$ cat src/hw/rvIsaPkg.sv
`default_nettype none

package rvIsaPkg;

   typedef logic [31:0] wordT;
   typedef logic [4:0]  regIdxT;

   // major opcodes
   localparam logic [6:0] opOpImm = 7'b0010011;
   localparam logic [6:0] opOp    = 7'b0110011;
   localparam logic [6:0] opLui   = 7'b0110111;
   localparam logic [6:0] opAuipc = 7'b0010111;
   localparam logic [6:0] opLoad  = 7'b0000011;
   localparam logic [6:0] opStore = 7'b0100011;
   localparam logic [6:0] opHalt  = 7'h7F;

   // funct3, alu forms
   localparam logic [2:0] f3AddSub = 3'b000;
   localparam logic [2:0] f3Sll    = 3'b001;
   localparam logic [2:0] f3Slt    = 3'b010;
   localparam logic [2:0] f3Sltu   = 3'b011;
   localparam logic [2:0] f3Xor    = 3'b100;
   localparam logic [2:0] f3Sr     = 3'b101;
   localparam logic [2:0] f3Or     = 3'b110;
   localparam logic [2:0] f3And    = 3'b111;
   localparam logic [2:0] f3Lw     = 3'b010; // word load only
   localparam logic [2:0] f3Sw     = 3'b010;

   localparam logic [6:0] f7Base = 7'b0000000;
   localparam logic [6:0] f7Alt  = 7'b0100000; // sub, sra

   typedef enum logic [3:0] {
      aluAdd,
      aluSub,
      aluXor,
      aluOr,
      aluAnd,
      aluSlt,
      aluSltu,
      aluSll,
      aluSrl,
      aluSra,
      aluPassB
   } aluOpT;

endpackage

`default_nettype wire
$ cat src/hw/memBusPkg.sv
`default_nettype none

package memBusPkg;

   // word index, not a byte address
   typedef logic [31:0] addrT;

   typedef rvIsaPkg::wordT dataT;

endpackage

`default_nettype wire

$ cat src/hw/coreTop.sv
`timescale 1ns/1ps
`default_nettype none

module coreTop #(
   parameter memBusPkg::addrT bootAddr = '0,
   parameter int              numRegs  = 32
) (
   input  logic             clk,
   input  logic             rstn,
   output logic             memReq,
   output memBusPkg::addrT  memAddr,
   output logic             memWe,
   output memBusPkg::dataT  memWData,
   input  logic             memRspValid,
   input  memBusPkg::dataT  memRData,
   input  logic             launch,
   output logic             halt
);

   rvIsaPkg::wordT   instr;
   memBusPkg::addrT  pc;
   rvIsaPkg::regIdxT rs1;
   rvIsaPkg::regIdxT rs2;
   rvIsaPkg::regIdxT rd;
   rvIsaPkg::wordT   imm;
   rvIsaPkg::aluOpT  aluOp;
   logic             useImm;
   logic             usePc;
   logic             regWrite;
   logic             isLoad;
   logic             isStore;
   logic             stop;
   rvIsaPkg::wordT   rs1Data;
   rvIsaPkg::wordT   rs2Data;
   rvIsaPkg::wordT   aluResult;
   logic             wEn;
   rvIsaPkg::regIdxT wAddr;
   rvIsaPkg::wordT   wData;

   coreSequencer #(.bootAddr(bootAddr)) u_seq (
      .clk         (clk),
      .rstn        (rstn),
      .launch      (launch),
      .memRspValid (memRspValid),
      .memRData    (memRData),
      .regWrite    (regWrite),
      .isLoad      (isLoad),
      .isStore     (isStore),
      .stop        (stop),
      .rd          (rd),
      .aluResult   (aluResult),
      .rs2Data     (rs2Data),
      .memReq      (memReq),
      .memAddr     (memAddr),
      .memWe       (memWe),
      .memWData    (memWData),
      .halt        (halt),
      .instr       (instr),
      .pc          (pc),
      .wEn         (wEn),
      .wAddr       (wAddr),
      .wData       (wData)
   );

   instDecoder u_dec (
      .instr    (instr),
      .rs1      (rs1),
      .rs2      (rs2),
      .rd       (rd),
      .imm      (imm),
      .aluOp    (aluOp),
      .useImm   (useImm),
      .usePc    (usePc),
      .regWrite (regWrite),
      .isLoad   (isLoad),
      .isStore  (isStore),
      .stop     (stop)
   );

   alu u_alu (
      .aluOp   (aluOp),
      .useImm  (useImm),
      .usePc   (usePc),
      .rs1Data (rs1Data),
      .rs2Data (rs2Data),
      .imm     (imm),
      .pc      (pc),
      .result  (aluResult)
   );

   regFile #(.numRegs(numRegs)) u_rf (
      .clk     (clk),
      .rstn    (rstn),
      .rs1     (rs1),
      .rs2     (rs2),
      .wEn     (wEn),
      .wAddr   (wAddr),
      .wData   (wData),
      .rs1Data (rs1Data),
      .rs2Data (rs2Data)
   );

endmodule

`default_nettype wire

$ cat src/hw/coreSequencer.sv
`timescale 1ns/1ps
`default_nettype none

module coreSequencer #(
   parameter memBusPkg::addrT bootAddr = '0
) (
   input  logic             clk,
   input  logic             rstn,
   input  logic             launch,
   input  logic             memRspValid,
   input  memBusPkg::dataT  memRData,
   input  logic             regWrite,
   input  logic             isLoad,
   input  logic             isStore,
   input  logic             stop,
   input  rvIsaPkg::regIdxT rd,
   input  rvIsaPkg::wordT   aluResult,
   input  rvIsaPkg::wordT   rs2Data,
   output logic             memReq,
   output memBusPkg::addrT  memAddr,
   output logic             memWe,
   output memBusPkg::dataT  memWData,
   output logic             halt,
   output rvIsaPkg::wordT   instr,
   output memBusPkg::addrT  pc,
   output logic             wEn,
   output rvIsaPkg::regIdxT wAddr,
   output rvIsaPkg::wordT   wData
);

   typedef enum logic [1:0] {
      stHalted,
      stFetch,
      stExecute,
      stData
   } stateT;

   stateT           state;
   memBusPkg::addrT pcNext; // next fetch address

   logic startFetch;
   logic startData;
   logic rspDone;
   logic fetchDone;

   // after a data response fetch sits one cycle with memReq low, then raises it
   assign startFetch = (state == stHalted && launch) ||
                       (state == stExecute && !stop && !isLoad && !isStore) ||
                       (state == stFetch && !memReq);
   assign startData  = state == stExecute && !stop && (isLoad || isStore);
   assign rspDone    = memReq && memRspValid;
   assign fetchDone  = state == stFetch && rspDone;

   always_ff @(posedge clk) begin
      if (!rstn) begin
         state  <= stHalted;
         halt   <= 1'b1;
         memReq <= 1'b0;
         memWe  <= 1'b0;
         pcNext <= bootAddr;
      end else begin
         if (startFetch) begin
            memReq <= 1'b1;
            memWe  <= 1'b0;
            state  <= stFetch;
         end else if (startData) begin
            memReq <= 1'b1;
            memWe  <= isStore;
            state  <= stData;
         end else if (rspDone) begin
            memReq <= 1'b0;
            memWe  <= 1'b0;
            state  <= (state == stFetch) ? stExecute : stFetch;
         end else if (state == stExecute) begin
            // halt opcode or undecodable word
            halt  <= 1'b1;
            state <= stHalted;
         end

         if (state == stHalted && launch) begin
            halt <= 1'b0;
         end
         if (fetchDone) begin
            pcNext <= pcNext + 32'd1;
         end
      end
   end

   always_ff @(posedge clk) begin
      if (startFetch) begin
         memAddr <= pcNext;
      end else if (startData) begin
         memAddr  <= aluResult;  // rs1 + imm
         memWData <= rs2Data;
      end
      if (fetchDone) begin
         instr <= memRData;
         pc    <= memAddr;       // address of this instruction, for auipc
      end
   end

   // alu results in execute, load data at the response edge
   assign wEn   = (state == stExecute && regWrite && !stop) ||
                  (state == stData && rspDone && isLoad);
   assign wAddr = rd;        // instr holds until the next fetch
   assign wData = (state == stData) ? memRData : aluResult;

endmodule

`default_nettype wire

$ cat src/hw/instDecoder.sv
`timescale 1ns/1ps
`default_nettype none

module instDecoder (
   input  rvIsaPkg::wordT   instr,
   output rvIsaPkg::regIdxT rs1,
   output rvIsaPkg::regIdxT rs2,
   output rvIsaPkg::regIdxT rd,
   output rvIsaPkg::wordT   imm,
   output rvIsaPkg::aluOpT  aluOp,
   output logic             useImm,
   output logic             usePc,
   output logic             regWrite,
   output logic             isLoad,
   output logic             isStore,
   output logic             stop
);

   logic [6:0] opcode;
   logic [2:0] funct3;
   logic [6:0] funct7;

   assign opcode = instr[6:0];
   assign funct3 = instr[14:12];
   assign funct7 = instr[31:25];

   assign rs1 = instr[19:15];
   assign rs2 = instr[24:20];
   assign rd  = instr[11:7];

   always_comb begin
      imm      = {{20{instr[31]}}, instr[31:20]}; // I format
      aluOp    = rvIsaPkg::aluAdd;
      useImm   = 1'b0;
      usePc    = 1'b0;
      regWrite = 1'b0;
      isLoad   = 1'b0;
      isStore  = 1'b0;
      stop     = 1'b0;

      case (opcode)
         rvIsaPkg::opOp, rvIsaPkg::opOpImm: begin
            regWrite = 1'b1;
            useImm   = opcode == rvIsaPkg::opOpImm;
            case (funct3)
               rvIsaPkg::f3AddSub: begin
                  if (!useImm && funct7 == rvIsaPkg::f7Alt) begin
                     aluOp = rvIsaPkg::aluSub;
                  end else if (!useImm && funct7 != rvIsaPkg::f7Base) begin
                     stop = 1'b1;
                  end
               end
               rvIsaPkg::f3Sll: begin
                  aluOp = rvIsaPkg::aluSll;
                  stop  = funct7 != rvIsaPkg::f7Base;
               end
               rvIsaPkg::f3Sr: begin
                  // srai carries f7Alt in its immediate, shamt is the low bits
                  aluOp = (funct7 == rvIsaPkg::f7Alt) ? rvIsaPkg::aluSra : rvIsaPkg::aluSrl;
                  stop  = funct7 != rvIsaPkg::f7Base && funct7 != rvIsaPkg::f7Alt;
               end
               default: begin
                  case (funct3)
                     rvIsaPkg::f3Slt:  aluOp = rvIsaPkg::aluSlt;
                     rvIsaPkg::f3Sltu: aluOp = rvIsaPkg::aluSltu;
                     rvIsaPkg::f3Xor:  aluOp = rvIsaPkg::aluXor;
                     rvIsaPkg::f3Or:   aluOp = rvIsaPkg::aluOr;
                     default:          aluOp = rvIsaPkg::aluAnd;
                  endcase
                  stop = !useImm && funct7 != rvIsaPkg::f7Base;
               end
            endcase
         end
         rvIsaPkg::opLui, rvIsaPkg::opAuipc: begin
            imm      = {instr[31:12], 12'b0};
            useImm   = 1'b1;
            usePc    = opcode == rvIsaPkg::opAuipc;
            aluOp    = usePc ? rvIsaPkg::aluAdd : rvIsaPkg::aluPassB;
            regWrite = 1'b1;
         end
         rvIsaPkg::opLoad: begin
            useImm = 1'b1;
            isLoad = funct3 == rvIsaPkg::f3Lw;
            stop   = !isLoad;
         end
         rvIsaPkg::opStore: begin
            imm     = {{20{instr[31]}}, instr[31:25], instr[11:7]};
            useImm  = 1'b1;
            isStore = funct3 == rvIsaPkg::f3Sw;
            stop    = !isStore;
         end
         default: stop = 1'b1; // includes opHalt
      endcase

      if (stop) begin
         regWrite = 1'b0;
      end
   end

endmodule

`default_nettype wire

$ cat src/hw/regFile.sv
`timescale 1ns/1ps
`default_nettype none

module regFile #(
   parameter int numRegs = 32
) (
   input  logic             clk,
   input  logic             rstn,
   input  rvIsaPkg::regIdxT rs1,
   input  rvIsaPkg::regIdxT rs2,
   input  logic             wEn,
   input  rvIsaPkg::regIdxT wAddr,
   input  rvIsaPkg::wordT   wData,
   output rvIsaPkg::wordT   rs1Data,
   output rvIsaPkg::wordT   rs2Data
);

   localparam int idxW = $clog2(numRegs);

   rvIsaPkg::wordT regs [numRegs];

   always_ff @(posedge clk) begin
      if (!rstn) begin
         for (int i = 0; i < numRegs; i++) begin
            regs[i] <= '0;
         end
      end else if (wEn && wAddr != '0 && wAddr < numRegs) begin
         regs[wAddr[idxW-1:0]] <= wData; // x0 never written
      end
   end

   // indices past numRegs read as zero
   assign rs1Data = (rs1 < numRegs) ? regs[rs1[idxW-1:0]] : '0;
   assign rs2Data = (rs2 < numRegs) ? regs[rs2[idxW-1:0]] : '0;

endmodule

`default_nettype wire

$ cat src/hw/alu.sv
`timescale 1ns/1ps
`default_nettype none

module alu (
   input  rvIsaPkg::aluOpT aluOp,
   input  logic            useImm,
   input  logic            usePc,
   input  rvIsaPkg::wordT  rs1Data,
   input  rvIsaPkg::wordT  rs2Data,
   input  rvIsaPkg::wordT  imm,
   input  memBusPkg::addrT pc,
   output rvIsaPkg::wordT  result
);

   rvIsaPkg::wordT opA;
   rvIsaPkg::wordT opB;
   logic [4:0]     shamt;

   assign opA   = usePc ? pc : rs1Data;  // auipc
   assign opB   = useImm ? imm : rs2Data;
   assign shamt = opB[4:0];

   always_comb begin
      case (aluOp)
         rvIsaPkg::aluAdd:   result = opA + opB;
         rvIsaPkg::aluSub:   result = opA - opB;
         rvIsaPkg::aluXor:   result = opA ^ opB;
         rvIsaPkg::aluOr:    result = opA | opB;
         rvIsaPkg::aluAnd:   result = opA & opB;
         rvIsaPkg::aluSlt:   result = {31'b0, $signed(opA) < $signed(opB)};
         rvIsaPkg::aluSltu:  result = {31'b0, opA < opB};
         rvIsaPkg::aluSll:   result = opA << shamt;
         rvIsaPkg::aluSrl:   result = opA >> shamt;
         rvIsaPkg::aluSra:   result = $signed(opA) >>> shamt;
         rvIsaPkg::aluPassB: result = opB;       // lui
         default:            result = '0;
      endcase
   end

endmodule

`default_nettype wire

$ cat config.mk
export PLATFORM = sky130hd
export DESIGN_NAME = coreTop
export DESIGN_NICKNAME = d
export VERILOG_FILES = /design/src/hw/rvIsaPkg.sv /design/src/hw/memBusPkg.sv /design/src/hw/coreTop.sv /design/src/hw/coreSequencer.sv /design/src/hw/instDecoder.sv /design/src/hw/regFile.sv /design/src/hw/alu.sv
export SDC_FILE = /design/constraint.sdc
export NUM_CORES = 2
export LEC_CHECK = 0
export BUFFER_PORTS_ARGS = -buffer_cell sky130_fd_sc_hd__buf_4
export CELL_PAD_IN_SITES_DETAIL_PLACEMENT = 1
export CELL_PAD_IN_SITES_GLOBAL_PLACEMENT = 2
export CORE_AREA = 2 2 408 410
export CTS_CLUSTER_SIZE = 10
export DETAILED_ROUTE_END_ITERATION = 8
export DIE_AREA = 0 0 410 412
export PLACE_DENSITY_LB_ADDON = 0.1
export SYNTH_ARGS = -nofsm -noshare
export SYNTH_HDL_FRONTEND = slang
export SYNTH_SLANG_ARGS = --single-unit
$ cat constraint.sdc
create_clock -name clk -period 8.5 [get_ports clk]
set_input_delay 1.275 -clock clk [delete_from_list [all_inputs] [get_ports clk]]
set_output_delay 1.275 -clock clk [all_outputs]
set_load 0.02 [all_outputs]
Word-level counts from Yosys, hierarchy flattened --
Memory sizes are Yosys's and may differ from the RTL's. A register that Yosys moved wholly into a read port is not among the register bits. Cells that the tools add are included.
Storage, ports and cells: flip-flop bits (word level) 165, RAM bits 1024, input bits 36, output and inout port bits 67, logic and storage cells 146, memories 1
Cells by class: add/subtract/negate cells 3, order comparisons 2, equal/unequal tests 30, shift-type cells 3, mux-type cells 46, bitwise logic cells 5, reductions and logical operators 46
Memories:
- u_rf.regs | depth 32, width 32, read ports 2, clocked after Yosys merged registers in 2, wr ports 32, line regFile.sv:20 | rvIsaPkg::wordT regs [numRegs];
Operators with widths (number):
- one-hot mux 32 bit (11 select lines) | 1
- two-way mux 32 bit | 6
- less-than comparator 32 bit | 2
- one-hot mux 31 bit (2 select lines) | 1
- adder 32 x 1 -> 32 bit, second input constant | 1
- adder 32 bit | 1
- bitwise AND 32 bit | 1
- OR 32 bit | 1
- OR reduction 32 bit | 1
- << shifter 32 x 5 -> 32 bit | 1
- >> shifter 32 x 5 -> 32 bit | 1
- >>> shifter 32 x 5 -> 32 bit | 1
- subtractor 32 bit | 1
- XOR 32 bit | 1
- == test 7 x 6 -> 1 bit, second input constant | 4
- two-way mux 1 bit | 24
- == test 4 x 3 -> 1 bit, second input constant | 4
- logical AND 1 bit | 16
- two-way mux 5 bit | 3
- == test 7 x 5 -> 1 bit, second input constant | 2
- == test 4 bit, second input constant | 3
- one-hot mux 3 bit (4 select lines) | 1
- one-hot mux 4 bit (3 select lines) | 1
- == test 3 bit, second input constant | 3
- 29 further kinds | 54

Logic depth before layout (Yosys ltp) --
depth in word-level cells 17, depth in mapped cells 28

By module --
Synthesis repeated with hierarchy kept, for this count alone.
Second synthesis, totals: cell total of the unflattened synthesis 6576, area, all modules 72538.3 um2
By module, submodules not included:
- regFile | instances 1, cells each 4609, area an instance 55715.9 um2, sequential area each 30749.5 um2
- alu | instances 1, cells each 1434, area an instance 9565.4 um2, sequential area each 0.0 um2
- coreSequencer | instances 1, cells each 437, area an instance 6602.6 um2, sequential area each 4584.4 um2
- instDecoder | instances 1, cells each 96, area an instance 654.4 um2, sequential area each 0.0 um2

Worst setup path before layout --
Ideal clock, no wire load.
path type register to register, start point reg (tool-made name), end point mem u_rf.regs[10][27] (netlist bit) (data pin), library setup time 271 ps, arrival time 6662 ps, required time 8229 ps, slack 1567 ps, stages on the path, launching flop included 27, clock period less this slack 6933 ps, cells stage by stage dfxtp_1 > buf_6 > buf_4 > buf_2 > buf_2 > buf_2 > buf_2 > buf_2 > mux4_2 > mux4_2 > mux2i_1 > nand2_1 > o211a_1 > ha_1 > clkbuf_1 > or3_1 > or4_1 > a21oi_1 > o311ai_1 > a311oi_1 > o21ai_1 > a311oi_1 > xnor2_1 > o2111ai_1 > a211oi_2 > buf_2 > nor3_1
RTL lines (line):
- end: declaration | regFile.sv:20

==> qor.yml <==
avgRoutedWirePerCell_um: 45.9
clk_pin_slew_ps: 60
synthesis.instances: 6169
hold_violations: 0
hpwl_um: 252000
clock_latency_ps: 830
path_class: "flop to flop"
drive_gt1_share_pct: 21.0
dieArea_um2: 169000
yosys_warnings: 0
fin_crit_ps: 8090
rsz0062_at_grt: "no"
cts_num_sinks: 1199
crit_end: "u_rf.regs[20][31]$_SDFFCE_PN0P_"
yosysTopAreaCell: "edfxtp_1"
fp.dieH_um: 412
status: "finished clean"
critical_path_arrival_ps: 8600
critPathMaxFanout: 33
routed_wl_um: 387000
synth_edf_count: 1152
via_count: 62300
min_path_cells: 0
fin_nets: 6286
grt_overflow: 0
max_freq_mhz: 124
worst_slew_pin_slew_ps: 1440
tns_ps: 0
grt_pass1_vias: 61400
drt-initial-drc-count: 10600
vdd_drop_max_v: 0.000231
die_w_um: 410
worstPathRequired_ps: 9010
holdWs_ps: 448
ys_ff_latch: 1199
reg2regPathDepth: 19
final_common_cell: "edfxtp_1"
async_flop_share_pct: 0
cts_setup_buffers: 0
syn_area_um2: 73600
relSlewSlack_pct: 3.48
drtAntennaViolNets: 0
num_rows: 149
area.growth.synth_to_final_pct: 11.2
p_leak_nw: 29.2
final_cell_mix: "1152 x edfxtp_1, 680 x mux2i_1, 557 x nor3_1"
setup_violations: 0
post_synth_num_cell_types: 117
io_buffer_count: 102
htreeDepth: 4
cts_tree: "yes"
root_buffer: "clkbuf_16"
critPathCaptureType: "flop"
fin_skew_ps: 57.4
hp-class: "flop to flop"
drc_errors: 0
clk_path_buf_depth: 3
gr-usage-all-layers_pct: 45.0
maxCapViolCount: 0
rr_endpoint: "u_rf.regs[20][31]$_SDFFCE_PN0P_"
maxSlewViolCount: 0
ctsResizeCount: 0
fin_util_pct: 49.9
grt_max_degree: 129
fill_cells: 16800
synthTopCellsByArea: "edfxtp_1 47%, mux2i_1 9.3%, mux4_2 8.9%, nor3_1 3.8%, a22oi_1 2.9%"
ys_seq_area_share_pct: 48.3
start_kind: "flop"
yosys.area.top_type_share_pct: 47.0
synth_ff_type: "edfxtp_1"
grt_pass1_wl_um: 520000
ios: 103
cts_hold_buf: 0
reg2reg_slack_ps: 410
initial_utilization_pct: 44.8
period_share_pct: 95.1
cts_buffers: 148
viasPerCell: 7.40
syn-mean-instance-area_um2: 11.9
power.density_nw_per_um2: 225
antenna_found_initial: 19
place_congestion: 1.00
firstDrtPassIters: 7
coreArea_um2: 164000
## cells by family after synthesis
| kind of cell | synth area share [%] |
|---|---|
| adder cells (fa/ha/maj) | 1.81 |
| AND/OR/NAND/NOR | 11.2 |
| other | 0.00509 |
| buffers and inverters | 5.35 |
| XOR/XNOR | 0.500 |
| flip-flops | 48.3 |
| multiplexers | 18.9 |
| AO/OA/AOI/OAI | 13.9 |
## metal layers
metal / part of all wire (%) / wire length, µm / GRT usage (%) / vias to the layer above
met5: 0.023 / 88 / 0 / -
met4: 7.3 / 28100 / 27.6 / 14
met3: 13 / 50500 / 14.2 / 1029
met2: 42 / 161000 / 63.8 / 4560
met1: 38 / 147000 / 59.8 / 32500
li1: - / - / - / 24200
## cell type report
cell class / count / area (µm²) / share of cell area (%)
flip-flops and latches: 1199 / 35600 / 43.4
multi-input cells: 4222 / 34800 / 42.5
clock buffers: 204 / 4010 / 4.90
repair buffers: 454 / 3930 / 4.80
well taps: 2189 / 2740 / 3.34
inverters: 120 / 458 / 0.559
clock inverters: 34 / 368 / 0.449
diodes: 2 / 5.00 / 0.00611
## cell usage after synthesis, drive strengths merged (11+ instances only)
| cell type | count |
|---|---|
| ha | 103 |
| nor2b | 24 |
| a221oi | 29 |
| a22oi | 288 |
| a211oi | 266 |
| clkbuf | 331 |
| or3 | 13 |
| a22o | 13 |
| a311oi | 38 |
| a31oi | 47 |
| nand3 | 132 |
| nor3 | 622 |
| nand2b | 24 |
| nor4 | 35 |
| a2111oi | 11 |
| buf | 328 |
| nor2 | 399 |
| a21o | 21 |
| o21a | 19 |
| o22ai | 52 |
| mux4 | 291 |
| nand2 | 298 |
| o21ai | 141 |
| a41oi | 33 |
| and3 | 37 |
| o21bai | 21 |
| a21oi | 215 |
| dfxtp | 47 |
| nand4 | 33 |
| xor2 | 23 |
| edfxtp | 1152 |
| xnor2 | 19 |
| o311ai | 14 |
| and2 | 22 |
| inv | 118 |
| mux2i | 686 |
| mux2 | 41 |
| o211ai | 39 |
| o31ai | 26 |
## where the power goes
group | internal, W | switching [W]
combinational | 0.00155 | 0.00393
sequential | 0.00674 | 0.000220
clock | 0.00335 | 0.00265
total | 0.0116 | 0.00680
## metrics by stage
stage | instance area (µm²) | cells | total power, W | setup WS [ps]
5_1_grt | 81900 | 8422 | 0.0188 | 298
4_1_cts | 81900 | 8422 | 0.0182 | 700
3_5_place_dp | 77500 | 8184 | 0.0123 | 751
6_report | 81900 | 8424 | 0.0184 | 414
2_1_floorplan | 73700 | 6200 | 0.0101 | 1570
3_3_place_gp | 77500 | 8184 | 0.0123 | 801
## worst min path at each step
stage               slack (ps)                   startpoint                      to
floorplan                  440    u_seq.instr[15]$_DFFE_PP_                    flop
global placement           440  u_seq.memAddr[17]$_DFFE_PP_  u_seq.pc[17]$_DFFE_PP_
detailed placement         440   u_seq.memAddr[9]$_DFFE_PP_   u_seq.pc[9]$_DFFE_PP_
CTS                        450   u_seq.memAddr[2]$_DFFE_PP_   u_seq.pc[2]$_DFFE_PP_
global route               470   u_seq.memAddr[2]$_DFFE_PP_   u_seq.pc[2]$_DFFE_PP_
finish                     450   u_seq.memAddr[2]$_DFFE_PP_   u_seq.pc[2]$_DFFE_PP_
## sequential cells by signal, indices dropped and copies added (netlist names), named ones only
register and count:
u_rf.regs 1024, u_seq.pc 32, u_seq.memAddr 32, u_seq.memWData 32
u_seq.state 2, u_seq.memWe 1, u_seq.memReq 1, u_seq.pcNext 32
u_seq.halt 1, u_seq.instr 32
## worst max-delay path, cell delays in order (launching register included)
cell and delay (ps):
dfxtp_4 810, buf_12 400, buf_4 330, mux4_2 540, mux4_2 470, mux2_2 420
a22o_1 280, ha_1 600, nand4_1 290, nor3_1 350, nand3_1 110, a211oi_1 380
o31ai_1 180, o21ai_0 940, mux2i_1 190, a211o_1 350, nand2b_1 150, o211ai_1 560
buf_12 270, nor2_1 70
(Power assumes the default switching activity.)
